`src/verilog/raybox_regs_pkg.sv`:
```
package raybox_regs_pkg;

  // Frame geometry
  localparam int CMD_BITS     = 4;   // Command field, sent MSB first
  localparam int PAYLOAD_BITS = 16;  // Receive buffer, sized for the MAPD payload
  localparam int CNT_BITS     = 5;   // Bit counter, covers CMD_BITS + PAYLOAD_BITS

  typedef logic [CMD_BITS-1:0] cmd_t;
  typedef logic [5:0]          rgb_t;      // {R[1:0], G[1:0], B[1:0]}
  typedef logic [5:0]          cell6_t;    // Map coordinate or texel count
  typedef logic [1:0]          wall_id_t;  // Wall texture ID

  // Command codes
  localparam cmd_t CMD_SKY    = 4'd0;
  localparam cmd_t CMD_FLOOR  = 4'd1;
  localparam cmd_t CMD_LEAK   = 4'd2;
  localparam cmd_t CMD_OTHER  = 4'd3;
  localparam cmd_t CMD_VSHIFT = 4'd4;
  localparam cmd_t CMD_VOPTS  = 4'd5;  // Codes 7..15 fall back to this length
  localparam cmd_t CMD_MAPD   = 4'd6;

  // Payload lengths in bits, following the command
  localparam logic [CNT_BITS-1:0] LEN_SKY    = 5'd6;
  localparam logic [CNT_BITS-1:0] LEN_FLOOR  = 5'd6;
  localparam logic [CNT_BITS-1:0] LEN_LEAK   = 5'd6;
  localparam logic [CNT_BITS-1:0] LEN_OTHER  = 5'd12;  // X then Y
  localparam logic [CNT_BITS-1:0] LEN_VSHIFT = 5'd6;
  localparam logic [CNT_BITS-1:0] LEN_VOPTS  = 5'd2;   // {vinf, leakfixed}
  localparam logic [CNT_BITS-1:0] LEN_MAPD   = 5'd16;

  // Views of the payload word, fields packed at the low end
  typedef struct packed {
    logic [PAYLOAD_BITS-7:0] unused;
    logic [5:0]              value;  // Sky, floor, leak or vshift
  } pay_single_t;

  typedef struct packed {
    logic [PAYLOAD_BITS-13:0] unused;
    cell6_t                   x;     // Last shifted in first, so X sits above Y
    cell6_t                   y;
  } pay_other_t;

  typedef struct packed {
    logic [PAYLOAD_BITS-3:0] unused;
    logic                    vinf;
    logic                    leakfixed;
  } pay_vopts_t;

  typedef struct packed {
    cell6_t   mapdx;  // Full 16 bits used
    cell6_t   mapdy;
    wall_id_t mapdxw;
    wall_id_t mapdyw;
  } pay_mapd_t;

  typedef union packed {
    pay_single_t single;
    pay_other_t  other;
    pay_vopts_t  vopts;
    pay_mapd_t   mapd;
  } payload_u;

endpackage
```
`src/verilog/spi_registers.sv`:
```
`timescale 1ns/1ps

module spi_registers #(
  parameter int                    SYNC_STAGES = 2,             // Synchroniser depth
  parameter raybox_regs_pkg::rgb_t SKY_INIT    = 6'b01_01_01,   // Sky after reset
  parameter raybox_regs_pkg::rgb_t FLOOR_INIT  = 6'b10_10_10    // Floor after reset
) (
  input  logic                      clk,
  input  logic                      reset,
  input  logic                      i_sclk,       // SPI from the host
  input  logic                      i_ss_n,
  input  logic                      i_mosi,
  input  logic                      i_load_new,   // From the renderer, once per frame
  output raybox_regs_pkg::rgb_t     o_sky,
  output raybox_regs_pkg::rgb_t     o_floor,
  output raybox_regs_pkg::cell6_t   o_leak,
  output raybox_regs_pkg::cell6_t   o_otherx,
  output raybox_regs_pkg::cell6_t   o_othery,
  output raybox_regs_pkg::cell6_t   o_vshift,
  output raybox_regs_pkg::cell6_t   o_mapdx,
  output raybox_regs_pkg::cell6_t   o_mapdy,
  output raybox_regs_pkg::wall_id_t o_mapdxw,
  output raybox_regs_pkg::wall_id_t o_mapdyw,
  output logic                      o_vinf,
  output logic                      o_leakfixed
);

  import raybox_regs_pkg::*;

  logic     sclk_rise;   // Clean SCLK edge pulse
  logic     ss_active;
  logic     mosi_sync;
  logic     frame_done;  // Commit pulse into the bank
  cmd_t     frame_cmd;
  payload_u frame_payload;

  // Bring the SPI pins into the clk domain
  spi_sync #(
    .SYNC_STAGES (SYNC_STAGES)
  ) i_spi_sync (
    .clk         (clk),
    .reset       (reset),
    .i_sclk      (i_sclk),
    .i_ss_n      (i_ss_n),
    .i_mosi      (i_mosi),
    .o_sclk_rise (sclk_rise),
    .o_ss_active (ss_active),
    .o_mosi      (mosi_sync)
  );

  spi_frame_rx i_spi_frame_rx (
    .clk          (clk),
    .reset        (reset),
    .i_sclk_rise  (sclk_rise),
    .i_ss_active  (ss_active),
    .i_mosi       (mosi_sync),
    .o_frame_done (frame_done),
    .o_cmd        (frame_cmd),
    .o_payload    (frame_payload)
  );

  // Staging plus live registers
  vreg_bank #(
    .SKY_INIT   (SKY_INIT),
    .FLOOR_INIT (FLOOR_INIT)
  ) i_vreg_bank (
    .clk          (clk),
    .reset        (reset),
    .i_frame_done (frame_done),
    .i_cmd        (frame_cmd),
    .i_payload    (frame_payload),
    .i_load_new   (i_load_new),
    .o_sky        (o_sky),
    .o_floor      (o_floor),
    .o_leak       (o_leak),
    .o_otherx     (o_otherx),
    .o_othery     (o_othery),
    .o_vshift     (o_vshift),
    .o_mapdx      (o_mapdx),
    .o_mapdy      (o_mapdy),
    .o_mapdxw     (o_mapdxw),
    .o_mapdyw     (o_mapdyw),
    .o_vinf       (o_vinf),
    .o_leakfixed  (o_leakfixed)
  );

endmodule

```
`src/verilog/vreg_bank.sv`:
```
`timescale 1ns/1ps

module vreg_bank #(
  parameter raybox_regs_pkg::rgb_t SKY_INIT   = 6'b01_01_01,
  parameter raybox_regs_pkg::rgb_t FLOOR_INIT = 6'b10_10_10
) (
  input  logic                      clk,
  input  logic                      reset,
  input  logic                      i_frame_done, // Commit strobe
  input  raybox_regs_pkg::cmd_t     i_cmd,
  input  raybox_regs_pkg::payload_u i_payload,
  input  logic                      i_load_new,   // Renderer says go live
  output raybox_regs_pkg::rgb_t     o_sky,
  output raybox_regs_pkg::rgb_t     o_floor,
  output raybox_regs_pkg::cell6_t   o_leak,       // Floor leak in texels
  output raybox_regs_pkg::cell6_t   o_otherx,
  output raybox_regs_pkg::cell6_t   o_othery,
  output raybox_regs_pkg::cell6_t   o_vshift,     // Texture V addend
  output raybox_regs_pkg::cell6_t   o_mapdx,      // Dividing wall on X, 0 for none
  output raybox_regs_pkg::cell6_t   o_mapdy,
  output raybox_regs_pkg::wall_id_t o_mapdxw,
  output raybox_regs_pkg::wall_id_t o_mapdyw,
  output logic                      o_vinf,       // Infinite V mode
  output logic                      o_leakfixed   // Leak pinned to the ground
);

  import raybox_regs_pkg::*;

  // Staging copies, waiting for the next load
  rgb_t     stg_sky;
  rgb_t     stg_floor;
  cell6_t   stg_leak;
  cell6_t   stg_otherx;
  cell6_t   stg_othery;
  cell6_t   stg_vshift;
  cell6_t   stg_mapdx;
  cell6_t   stg_mapdy;
  wall_id_t stg_mapdxw;
  wall_id_t stg_mapdyw;
  logic     stg_vinf;
  logic     stg_leakfixed;

  // Commit a finished frame into its staging register
  always_ff @(posedge clk) begin
    if (reset) begin
      stg_sky       <= SKY_INIT;
      stg_floor     <= FLOOR_INIT;
      stg_leak      <= '0;
      stg_otherx    <= '0;
      stg_othery    <= '0;
      stg_vshift    <= '0;
      stg_mapdx     <= '0;
      stg_mapdy     <= '0;
      stg_mapdxw    <= '0;
      stg_mapdyw    <= '0;
      stg_vinf      <= 1'b0;
      stg_leakfixed <= 1'b0;
    end else if (i_frame_done) begin
      case (i_cmd)
        CMD_SKY:    stg_sky    <= i_payload.single.value;
        CMD_FLOOR:  stg_floor  <= i_payload.single.value;
        CMD_LEAK:   stg_leak   <= i_payload.single.value;
        CMD_VSHIFT: stg_vshift <= i_payload.single.value;
        CMD_OTHER: begin
          stg_otherx <= i_payload.other.x;
          stg_othery <= i_payload.other.y;
        end
        CMD_VOPTS: begin
          stg_vinf      <= i_payload.vopts.vinf;
          stg_leakfixed <= i_payload.vopts.leakfixed;
        end
        CMD_MAPD: begin
          stg_mapdx  <= i_payload.mapd.mapdx;
          stg_mapdy  <= i_payload.mapd.mapdy;
          stg_mapdxw <= i_payload.mapd.mapdxw;
          stg_mapdyw <= i_payload.mapd.mapdyw;
        end
        default: ;  // Codes 7..15 are swallowed
      endcase
    end
  end

  // All live values move together on the load strobe
  always_ff @(posedge clk) begin
    if (reset) begin
      o_sky       <= SKY_INIT;
      o_floor     <= FLOOR_INIT;
      o_leak      <= '0;
      o_otherx    <= '0;
      o_othery    <= '0;
      o_vshift    <= '0;
      o_mapdx     <= '0;
      o_mapdy     <= '0;
      o_mapdxw    <= '0;
      o_mapdyw    <= '0;
      o_vinf      <= 1'b0;
      o_leakfixed <= 1'b0;
    end else if (i_load_new) begin
      // A commit in this same cycle misses this load
      o_sky       <= stg_sky;
      o_floor     <= stg_floor;
      o_leak      <= stg_leak;
      o_otherx    <= stg_otherx;
      o_othery    <= stg_othery;
      o_vshift    <= stg_vshift;
      o_mapdx     <= stg_mapdx;
      o_mapdy     <= stg_mapdy;
      o_mapdxw    <= stg_mapdxw;
      o_mapdyw    <= stg_mapdyw;
      o_vinf      <= stg_vinf;
      o_leakfixed <= stg_leakfixed;
    end
  end

endmodule

```
`src/verilog/spi_frame_rx.sv`:
```
`timescale 1ns/1ps

module spi_frame_rx (
  input  logic                      clk,
  input  logic                      reset,
  input  logic                      i_sclk_rise,  // Sample strobe
  input  logic                      i_ss_active,  // Frame window
  input  logic                      i_mosi,
  output logic                      o_frame_done, // Pulses when the payload is complete
  output raybox_regs_pkg::cmd_t     o_cmd,
  output raybox_regs_pkg::payload_u o_payload
);

  import raybox_regs_pkg::*;

  logic [CNT_BITS-1:0]     bit_cnt;      // Bits taken in this select window
  cmd_t                    cmd_q;
  logic [PAYLOAD_BITS-1:0] rx_buf;       // Payload shifted in MSB first
  logic                    done_q;
  logic [CNT_BITS-1:0]     payload_len;  // Length for the current command
  logic [CNT_BITS-1:0]     last_bit;     // Counter value of the final payload bit
  logic                    in_cmd;       // Still inside the command field
  logic                    frame_end;

  assign in_cmd = (bit_cnt < CNT_BITS'(CMD_BITS));

  // Payload length lookup by command
  always_comb begin
    case (cmd_q)
      CMD_SKY:    payload_len = LEN_SKY;
      CMD_FLOOR:  payload_len = LEN_FLOOR;
      CMD_LEAK:   payload_len = LEN_LEAK;
      CMD_OTHER:  payload_len = LEN_OTHER;
      CMD_VSHIFT: payload_len = LEN_VSHIFT;
      CMD_MAPD:   payload_len = LEN_MAPD;
      default:    payload_len = LEN_VOPTS;  // VOPTS and unused codes 7..15
    endcase
  end

  assign last_bit  = CNT_BITS'(CMD_BITS) + payload_len - 1'b1;
  assign frame_end = (bit_cnt == last_bit);  // Never true while in_cmd

  // Bit counter stalls on the final payload bit
  always_ff @(posedge clk) begin
    if (reset || !i_ss_active) begin
      bit_cnt <= '0;
    end else if (i_sclk_rise && !frame_end) begin
      bit_cnt <= bit_cnt + 1'b1;
    end
  end

  // Command shifter
  always_ff @(posedge clk) begin
    if (reset || !i_ss_active) begin
      cmd_q <= '0;
    end else if (i_sclk_rise && in_cmd) begin
      cmd_q <= {cmd_q[CMD_BITS-2:0], i_mosi};
    end
  end

  // Further rises after the end keep shifting the payload
  always_ff @(posedge clk) begin
    if (i_ss_active && i_sclk_rise && !in_cmd) begin
      rx_buf <= {rx_buf[PAYLOAD_BITS-2:0], i_mosi};
    end
  end

  // Done rises the cycle after the rise carrying the last bit
  always_ff @(posedge clk) begin
    if (reset || !i_ss_active) begin
      done_q <= 1'b0;
    end else begin
      done_q <= i_sclk_rise && frame_end;  // Rise pulses never come back to back
    end
  end

  assign o_frame_done = done_q;
  assign o_cmd        = cmd_q;
  assign o_payload    = rx_buf;  // Decoded downstream through the union views

endmodule

```
`src/verilog/spi_sync.sv`:
```
`timescale 1ns/1ps

module spi_sync #(
  parameter int SYNC_STAGES = 2  // At least 2
) (
  input  logic clk,
  input  logic reset,
  input  logic i_sclk,       // Raw SPI clock
  input  logic i_ss_n,       // Raw select, active low
  input  logic i_mosi,       // Raw data
  output logic o_sclk_rise,  // One-cycle pulse per SCLK rising edge
  output logic o_ss_active,  // Select level, active high
  output logic o_mosi        // Synchronised data
);

  // SCLK carries one stage more than the others for edge detection
  logic [SYNC_STAGES:0]   sclk_sync;
  logic [SYNC_STAGES-1:0] ss_sync;
  logic [SYNC_STAGES-1:0] mosi_sync;

  always_ff @(posedge clk) begin
    if (reset) begin
      sclk_sync <= '0;
      ss_sync   <= '1;  // Idle with select released
      mosi_sync <= '0;
    end else begin
      sclk_sync <= {sclk_sync[SYNC_STAGES-1:0], i_sclk};
      ss_sync   <= {ss_sync[SYNC_STAGES-2:0], i_ss_n};
      mosi_sync <= {mosi_sync[SYNC_STAGES-2:0], i_mosi};
    end
  end

  // Rise seen between the two oldest SCLK stages
  assign o_sclk_rise = (sclk_sync[SYNC_STAGES:SYNC_STAGES-1] == 2'b01);
  assign o_ss_active = ~ss_sync[SYNC_STAGES-1];
  assign o_mosi      = mosi_sync[SYNC_STAGES-1];  // Stable when o_sclk_rise fires

endmodule

```
`config.mk`:
```
export PLATFORM = sky130hd
export DESIGN_NAME = spi_registers
export DESIGN_NICKNAME = d
export VERILOG_FILES = /design/src/verilog/raybox_regs_pkg.sv /design/src/verilog/spi_registers.sv /design/src/verilog/vreg_bank.sv /design/src/verilog/spi_frame_rx.sv /design/src/verilog/spi_sync.sv
export SDC_FILE = /design/constraint.sdc
export NUM_CORES = 1
export LEC_CHECK = 0
export ABC_AREA = 1
export BUFFER_PORTS_ARGS = -buffer_cell sky130_fd_sc_hd__buf_4
export CAP_MARGIN = 0
export CORE_AREA = 4 4 128 130
export CTS_BUF_LIST = sky130_fd_sc_hd__clkbuf_8
export CTS_CLUSTER_DIAMETER = 100
export CTS_CLUSTER_SIZE = 20
export DETAILED_ROUTE_END_ITERATION = 8
export DIE_AREA = 0 0 132 134
export PLACE_DENSITY = 0.5
export SETUP_SLACK_MARGIN = 0.05
export SYNTH_ARGS = -nofsm -noshare
export SYNTH_HDL_FRONTEND = slang
export SYNTH_SLANG_ARGS = --single-unit
```
`constraint.sdc`:
```
create_clock -name clk -period 2.1 [get_ports clk]
set_input_delay 0.105 -clock clk [delete_from_list [all_inputs] [get_ports clk]]
set_output_delay 0.105 -clock clk [all_outputs]
set_load 0.005 [all_outputs]
```
==> results of run 1 <==
## per-layer routing
metal | global-route usage | share of wire
met5 | 0 | 0
met4 | 0.0560 | 0.015
met3 | 0.0420 | 0.040
met2 | 0.195 | 0.45
met1 | 0.164 | 0.50
## how the worst max path moves through the flow
stage	start	to	slack, ps
final	i_spi_frame_rx.o_cmd[0]	i_vreg_bank.stg_floor[0]	550
after global routing	i_spi_frame_rx.o_cmd[0]	i_vreg_bank.stg_floor[2]	280
after CTS	i_spi_frame_rx.o_cmd[0]	i_vreg_bank.stg_floor[0]	550
after detailed placement	i_spi_frame_rx.o_cmd[0]	i_vreg_bank.stg_floor[0]	560
after global placement	i_spi_frame_rx.o_cmd[3]	i_vreg_bank.stg_otherx[1]	660
after floorplan	i_spi_sync.sclk_sync[1]	i_spi_frame_rx.o_payload[0]	430
## final cells by class
type / instances / area share
Clock buffer: 22 / 0.0500
Inverter: 62 / 0.0385
Multi-Input combinational cell: 334 / 0.264
Tap cell: 188 / 0.0389
Timing Repair Buffer: 71 / 0.0930
Clock inverter: 10 / 0.0225
Sequential cell: 141 / 0.493
## critical path: stages, from the launching register on
cell and delay (ps):
dfxtp_1 460, inv_1 100, nor3_1 240, inv_1 80
nor2_2 220, inv_1 170, nor2_1 130, nor2_1 50
## cells in the final DEF, fill, tap and decap left out
cell type	n
nor3_1	2
buf_12	1
buf_4	63
nor2_1	62
clkinv_4	2
nand3_2	1
a21oi_1	80
bufinv_16	3
edfxtp_1	16
clkinv_2	1
nor2_4	3
or2_2	2
dlygate4sd3_1	7
xor2_1	3
inv_6	1
nand2_4	1
nand2_1	50
o21ai_0	99
ha_1	1
nand3_4	1
inv_1	61
nand2_2	1
nor2_2	2
clkinvlp_4	1
clkbuf_8	22
inv_2	3
dfxtp_1	125
nand3_1	26
## stage by stage
| step | total power [uW] | std cells |
|---|---|---|
| 5_1_grt | 5620 | 828 |
| 3_3_place_gp | 3110 | 789 |
| 3_5_place_dp | 3110 | 789 |
| 4_1_cts | 5460 | 828 |
| 2_1_floorplan | 2990 | 567 |
| 6_report | 5380 | 828 |
## what timing repair did
action / 4_1_cts / 5_1_grt
endpoints found under the setup margin: 0 / 0
hold endpoints to repair: 10 / 0
hold buffers: 7 / 0
## power breakdown
| part | switching (uW) | total (uW) | internal [uW] |
|---|---|---|---|
| clock network | 992 | 2320 | 1330 |
| logic | 135 | 253 | 118 |
| registers | 27.9 | 2800 | 2770 |
| total | 1160 | 5380 | 4220 |
## cell families after synthesis
kind of cell | after synthesis
AO/OA/AOI/OAI | 179
XOR/XNOR | 3
AND/OR/NAND/NOR | 151
flip-flops | 141
adder cells (fa/ha/maj) | 1
buffers and inverters | 92
==> flow_metrics.py, run 1 <==
metrics = {
    "global_routing": {
        "grt_max_degree": 74,
        "grt_overflow": 0,
        "antenna_found_initial": 0,
        "grt_usage": 0.127,
        "grt_first_pass_wirelength_um": 18100,
        "grt_pass1_vias": 3681,
    },
    "synth": {
        "synth_top_family_by_area": "compound AO/OA/AOI/OAI gates",
        "netlist_area_mm2": 0.00493,
        "avgSynthCellArea_um2": 8.69,
        "synth_edf_count": 16,
        "syn_inst": 567,
        "synth-seq-cells": 141,
        "synthAdderAreaFrac": 0.00254,
        "synthMuxAreaShare": 0,
        "synth-xor-area-share": 0.00533,
        "synth.most_common_cell": "dfxtp_1",
        "yosys_warnings": 0,
        "synth-compound-area-share": 0.182,
        "synth_ff_type": "dfxtp_1",
        "synth.top_cells.by_count": "dfxtp_1 (125), o21ai_0 (99), a21oi_1 (80)",
        "syn-num-nets": 574,
        "async_flop_share": 0,
        "synthSimpleGateAreaFrac": 0.135,
        "ys_types": 21,
        "seq_area_frac_synth": 0.605,
        "synth_top_area_cell": "dfxtp_1",
        "yosysTopAreaCellShare": 0.508,
        "synth.area.top_cells": "dfxtp_1 (51%), o21ai_0 (10%), edfxtp_1 (9.7%)",
    },
    "cts": {
        "cts_buffer_depth": 2,
        "clock-root-buffer": "clkbuf_8",
        "clk_pin_slew_ps": 70,
        "cts_sinks": 141,
        "cts_tree": "yes",
        "numCtsBuffers": 17,
        "htreeDepth": 4,
        "cts_resized": 0,
        "clock_latency_ps": 440,
        "post-cts-setup-buffers": 0,
    },
    "placement": {
        "dp_slack_ps": 559,
        "place.gp.congestion": 0.745,
        "io_buffers": 59,
        "placed_area_mm2": 0.00554,
        "place_hpwl_um": 7150,
    },
    "setup_path": {
        "timing.rr.end": "i_vreg_bank.stg_floor[0]",
        "r2r_cells": 7,
        "end_kind": "flip-flop",
        "worst-path-max-fanout": 7,
        "rrSetupSlack_ps": 550,
        "crit_arrival_ps": 1880,
        "crit_type": "reg2reg",
        "startpoint_type": "flip-flop",
        "r2r-start": "i_spi_frame_rx.o_cmd[0]",
        "worstPathRequired_ps": 2430,
    },
    "layout": {
        "final_cell_area_mm2": 0.00605,
        "area_delta_synth_final_pct": 22.8,
        "multi_input_area_mm2": 0.00160,
        "antenna_cells": 0,
        "regArea_mm2": 0.00298,
        "fin_nets": 634,
        "drive_gt1_frac": 0.169,
        "final_util": 0.400,
        "num-fill-cells": 1542,
        "largest_register_ffs": 16,
    },
    "timing": {
        "finalSetupViolCount": 0,
        "slew_headroom": 0.606,
        "fin_ws_ps": 551,
        "finClkSkew_ps": 9.29,
        "tns_ps": 0,
        "fin_crit_ps": 1550,
        "hold_viol": 0,
        "drv_slew": 0,
        "max_freq_mhz": 646,
        "tightest_slew_ps": 590,
        "period_share": 0.738,
        "holdWs_ps": 106,
        "rsz0062_at_grt": "false",
    },
    "route": {
        "routedWlPerCell_um": 12.9,
        "drc": 0,
        "drtPass1Iterations": 4,
        "vias": 3792,
        "drt-initial-drc-count": 218,
        "wirelength_um": 10700,
        "viasPerCell": 4.58,
        "postRouteAntennaNets": 0,
    },
    "die": {
        "die_h_um": 134,
        "fp-row-count": 45,
        "initial_utilization": 0.325,
        "dieArea_mm2": 0.0177,
        "die_w_um": 132,
        "core_mm2": 0.0151,
        "io_pins": 60,
    },
    "min_path": {
        "hold_depth": 2,
        "holdPathEnd": "i_vreg_bank.o_mapdxw[0]",
        "hold_class": "in2reg",
        "min_from": "i_load_new",
    },
    "flow_run": {
        "maxCapViolations": 0,
    },
    "power": {
        "peakVddDrop_v": 0.000359,
        "power.density_mw_per_mm2": 888,
        "p_leak_uw": 0.00239,
    },
    "status": {
        "outcome": "finished clean",
    },
}
Note: power is estimated with default switching activity, not from simulation.
==> run 2, diff against run 1 <==
==> constraint.sdc (replaced) <==
create_clock -name clk -period 1.6 [get_ports clk]
set_input_delay 0.08 -clock clk [delete_from_list [all_inputs] [get_ports clk]]
set_output_delay 0.08 -clock clk [all_outputs]
set_load 0.005 [all_outputs]
==> flow_metrics.py, run 2 (same netlist as run 1, synthesis figures left out) <==
metrics = {
    "route": {
        "vias": 3806,
        "drtPass1Iterations": 4,
        "wirelength_um": 10600,
        "postRouteAntennaNets": 0,
        "routedWlPerCell_um": 12.7,
        "drc": 0,
        "viasPerCell": 4.58,
        "drt-initial-drc-count": 235,
    },
    "layout": {
        "drive_gt1_frac": 0.176,
        "largest_register_ffs": 16,
        "antenna_cells": 0,
        "area_delta_synth_final_pct": 22.7,
        "fin_nets": 637,
        "final_util": 0.400,
        "final_common_cell": "dfxtp_1",
        "final_cell_mix": "dfxtp_1 (123), o21ai_0 (99), a21oi_1 (80)",
    },
    "die": {
        "die_w_um": 132,
        "initial_utilization": 0.325,
        "dieArea_mm2": 0.0177,
        "io_pins": 60,
        "fp-row-count": 45,
        "core_mm2": 0.0151,
        "die_h_um": 134,
    },
    "setup_path": {
        "rrSetupSlack_ps": 150,
        "r2r-start": "i_spi_frame_rx.o_cmd[2]",
        "crit_path_frequent_cell": "nand2_1",
        "r2r_cells": 10,
        "max_stage_delay_ps": 380,
        "timing.rr.end": "i_spi_frame_rx.bit_cnt[3]",
        "startpoint_type": "flip-flop",
        "worstPathRequired_ps": 1970,
        "crit_arrival_ps": 1820,
        "cp_cell_sequence": "inv_2 > nor2_4 > nand2_2 > nand2_1 > nand3_2 > nor2_2 > nand3_4 > nand2_4 > nand2_1 > a21oi_1",
        "worst-path-max-fanout": 6,
        "end_kind": "flip-flop",
        "slowest_stage": "dfxtp_1",
        "startpoint": "i_spi_frame_rx.o_cmd[2]",
        "crit_type": "reg2reg",
    },
    "global_routing": {
        "grt_first_pass_wirelength_um": 17700,
        "grt_max_degree": 69,
        "antenna_found_initial": 0,
        "grt_pass1_vias": 3575,
        "grt_usage": 0.124,
        "grt_overflow": 0,
    },
    "timing": {
        "fin_crit_ps": 1450,
        "finClkSkew_ps": 10.8,
        "tns_ps": 0,
        "finalSetupViolCount": 0,
        "max_freq_mhz": 690,
        "hold_viol": 0,
        "period_share": 0.905,
        "tightest_slew_ps": 573,
        "rsz0062_at_grt": "true",
        "drv_slew": 0,
        "slew_headroom": 0.618,
    },
    "cts": {
        "clock-root-buffer": "clkbuf_8",
        "cts_buffer_depth": 2,
        "clock_latency_ps": 430,
        "clk_pin_slew_ps": 70,
        "cts_sinks": 141,
        "post-cts-setup-buffers": 0,
        "cts_tree": "yes",
        "htreeDepth": 4,
        "numCtsBuffers": 17,
    },
    "placement": {
        "io_buffers": 59,
        "place_hpwl_um": 7150,
        "place.gp.congestion": 0.788,
    },
    "status": {
        "outcome": "finished clean",
    },
    "min_path": {
        "min_from": "i_spi_sync.sclk_sync[0]",
        "hold_class": "reg2reg",
        "holdPathEnd": "i_spi_sync.sclk_sync[1]",
        "hold_depth": 2,
    },
    "power": {
        "power.density_mw_per_mm2": 1080,
        "peakVddDrop_v": 0.000433,
        "p_leak_uw": 0.00239,
    },
    "flow_run": {
        "maxCapViolations": 0,
    },
}
## run 2: cell type report
class	count	area (um2)
clock buffer	23	317
timing repair buffer	74	626
multi-input combinational	334	1610
sequential	141	2990
clock inverter	9	46.3
tap	188	235
fill	1565	9090
inverter	62	233
## run 2: what timing repair did
item,CTS,global route
gates resized for setup,0,4
hold buffers,8,0
setup endpoints to repair,0,26
endpoints found under the hold margin,12,0
## run 2: worst max path at each step
stage	end
detailed placement	i_spi_frame_rx.bit_cnt[2]
finish	i_spi_frame_rx.bit_cnt[3]
floorplan	i_spi_frame_rx.o_payload[0]
global route	i_spi_frame_rx.bit_cnt[2]
global placement	i_vreg_bank.stg_vshift[4]
CTS	i_spi_frame_rx.bit_cnt[2]
## run 2: through the flow
stage	area (um2)	worst slack (ps)	total power [uW]	instances	hold WS, ps
after floorplan	4930	183	3930	567	184
after global placement	5600	131	4090	791	266
after detailed placement	5600	116	4090	791	269
after CTS	6040	104	6670	831	408
after global routing	6050	5.40	6860	831	422
final	6050	152	6560	831	406
## run 2: critical path, delay by kind of cell, from the launching register on
kind / cells / cell delay [ps]
buffers and inverters: 1 / 70
DFF: 1 / 380
and+or+nand+nor: 8 / 810
AOI/OAI and AO/OA: 1 / 120
## run 2: layer usage
metal,share of wire,routed length (um),vias up,global-route usage
met4,0.0094,99,0,0.0473
met3,0.046,489,9,0.0458
li1,-,-,1989,-
met5,0,0,-,0
met1,0.49,5190,1745,0.161
met2,0.45,4790,63,0.191
## run 2: report_power, final
group / internal (uW) / switching, uW / total (uW)
registers: 3640 / 36.3 / 3680
logic: 165 / 179 / 344
clock network: 1290 / 1250 / 2540
==> run 3, diff against run 2 <==
--- a/config.mk
+++ b/config.mk
@@ -15,6 +15,7 @@
 export DETAILED_ROUTE_END_ITERATION = 8
 export DIE_AREA = 0 0 132 134
 export PLACE_DENSITY = 0.5
+export REMOVE_ABC_BUFFERS = 1
 export SETUP_SLACK_MARGIN = 0.05
 export SYNTH_ARGS = -nofsm -noshare
 export SYNTH_HDL_FRONTEND = slang
==> flow_metrics.py, run 3 (same netlist as run 1, synthesis figures left out) <==
metrics = {
    "status": {
        "outcome": "finished clean",
    },
    "route": {
        "postRouteAntennaNets": 0,
        "wirelength_um": 10600,
        "drt-initial-drc-count": 240,
        "vias": 3818,
        "routedWlPerCell_um": 12.7,
        "viasPerCell": 4.58,
        "drtPass1Iterations": 4,
        "drc": 0,
    },
    "setup_path": {
        "slowest_stage": "dfxtp_2",
        "cp_cell_sequence": "inv_2 > nor2_4 > nand2_2 > nand2_1 > nand3_2 > nor2_4 > nand3_4 > nand2_4 > nand2_1 > a21oi_1",
        "end_kind": "flip-flop",
        "rrSetupSlack_ps": 170,
        "crit_type": "reg2reg",
        "r2r-start": "i_spi_frame_rx.o_cmd[2]",
        "startpoint_type": "flip-flop",
        "cp_num_buf_inv": 1,
        "r2r_cells": 10,
        "worstPathRequired_ps": 1980,
        "max_stage_delay_ps": 370,
        "timing.rr.end": "i_spi_frame_rx.bit_cnt[1]",
        "crit_family": "simple AND/OR/NAND/NOR gates",
        "crit_arrival_ps": 1820,
        "worst-path-max-fanout": 6,
    },
    "placement": {
        "dp_slack_ps": 104,
        "place.gp.congestion": 0.746,
        "place_hpwl_um": 6970,
        "io_buffers": 59,
    },
    "timing": {
        "tightest_slew_ps": 549,
        "fin_crit_ps": 1430,
        "slew_headroom": 0.634,
        "finClkSkew_ps": 8.10,
        "rsz0062_at_grt": "false",
        "period_share": 0.897,
        "drv_slew": 0,
        "max_freq_mhz": 697,
        "hold_viol": 0,
        "fin_ws_ps": 165,
        "finalSetupViolCount": 0,
    },
    "flow_run": {
        "maxCapViolations": 0,
    },
    "global_routing": {
        "grt_usage": 0.124,
        "grt_overflow": 0,
        "antenna_found_initial": 0,
        "grt_max_degree": 50,
        "grt_pass1_vias": 3633,
        "grt_first_pass_wirelength_um": 17700,
    },
    "min_path": {
        "holdPathEnd": "i_spi_sync.sclk_sync[1]",
        "min_from": "i_spi_sync.sclk_sync[0]",
        "hold_class": "reg2reg",
        "hold_depth": 2,
    },
    "die": {
        "io_pins": 60,
        "dieArea_mm2": 0.0177,
        "core_mm2": 0.0151,
        "die_w_um": 132,
        "initial_utilization": 0.325,
        "fp-row-count": 45,
        "die_h_um": 134,
    },
    "cts": {
        "cts_sinks": 141,
        "cts_buffer_depth": 2,
        "clock-root-buffer": "clkbuf_8",
        "clock_latency_ps": 450,
        "cts_tree": "yes",
        "numCtsBuffers": 17,
        "clk_pin_slew_ps": 80,
        "htreeDepth": 4,
    },
    "layout": {
        "area_delta_synth_final_pct": 23.6,
        "largest_register_ffs": 16,
        "final_cell_mix": "dfxtp_1 (121), o21ai_0 (91), a21oi_1 (80)",
        "fin_nets": 640,
        "antenna_cells": 0,
        "drive_gt1_frac": 0.187,
        "final_common_cell": "dfxtp_1",
    },
    "power": {
        "peakVddDrop_v": 0.000430,
        "p_leak_uw": 0.00238,
        "total_power_uw": 6750,
        "power.density_mw_per_mm2": 1110,
    },
}
==> run 3: cell types whose count changed in the layout (fill, tap and decap cells not counted), moves of 3 or more <==
cell / before / now
inv_1: 63 / 57
o21ai_1: 0 / 8
buf_4: 62 / 65
clkbuf_8: 23 / 17
o21ai_0: 99 / 91
clkinvlp_4: 1 / 4
inv_6: 0 / 3
clkinv_1: 0 / 3
==> run 3: worst reg2reg max path, cell delays in order (launching register included) <==
cell     delay [ps]
dfxtp_2         370
inv_2            60
nor2_4          190
nand2_2          90
nand2_1          70
nand3_2          80
nor2_4          130
nand3_4         110
nand2_4         100
nand2_1          50
a21oi_1         120
==> run 3: layout make-up <==
| type | instances | area (um2) |
|---|---|---|
| fill | 1545 | 9050 |
| sequential | 141 | 2990 |
| multi-input combinational | 334 | 1620 |
| timing repair buffer | 77 | 639 |
| tap | 188 | 235 |
| clock buffer | 17 | 234 |
| inverter | 62 | 233 |
| clock inverter | 15 | 146 |
==> run 3: timing repair <==
| item | CTS | global route |
|---|---|---|
| hold buffers | 8 | 0 |
| hold endpoints to repair | 21 | 0 |
| buffers inserted | 0 | 3 |
| resized for setup | 0 | 21 |
| endpoints found under the setup margin | 0 | 40 |
==> run 3: worst max-delay path by stage <==
stage / startpoint / endpoint / cells after the start / slack [ps]
after floorplan: i_spi_sync.sclk_sync[1] / i_spi_frame_rx.o_payload[0] / 4 / -70
after global placement: i_spi_frame_rx.o_cmd[1] / i_spi_frame_rx.bit_cnt[2] / 10 / 160
after detailed placement: i_spi_frame_rx.o_cmd[0] / i_vreg_bank.stg_floor[0] / 7 / 100
after CTS: i_spi_frame_rx.o_cmd[0] / i_vreg_bank.stg_floor[0] / 7 / 90
after global routing: i_spi_frame_rx.o_cmd[2] / i_spi_frame_rx.bit_cnt[4] / 10 / 40
final: i_spi_frame_rx.o_cmd[2] / i_spi_frame_rx.bit_cnt[1] / 10 / 170
==> run 3: per-stage QoR <==
| step | setup TNS, ps | hold WS, ps | instance area, um2 | std cells | utilization |
|---|---|---|---|---|---|
| floorplan | -1350 | 149 | 4810 | 537 | - |
| global placement | 0 | 267 | 5580 | 791 | 0.369 |
| detailed placement | 0 | 270 | 5580 | 791 | 0.369 |
| CTS | 0 | 414 | 6040 | 831 | 0.399 |
| global route | 0 | 442 | 6090 | 834 | 0.402 |
| finish | 0 | 404 | 6090 | 834 | 0.402 |
==> run 3: per-layer routing <==
| layer | GRT usage | wire length (um) | share of wire |
|---|---|---|---|
| met1 | 0.160 | 5150 | 0.49 |
| met2 | 0.188 | 4710 | 0.45 |
| met3 | 0.0420 | 506 | 0.048 |
| met4 | 0.0554 | 195 | 0.018 |
| met5 | 0 | 0 | 0 |
==> run 3: power by group <==
group	internal, uW	switching (uW)
Clock	1370	1360
Combinational	164	182
Sequential	3640	36.6
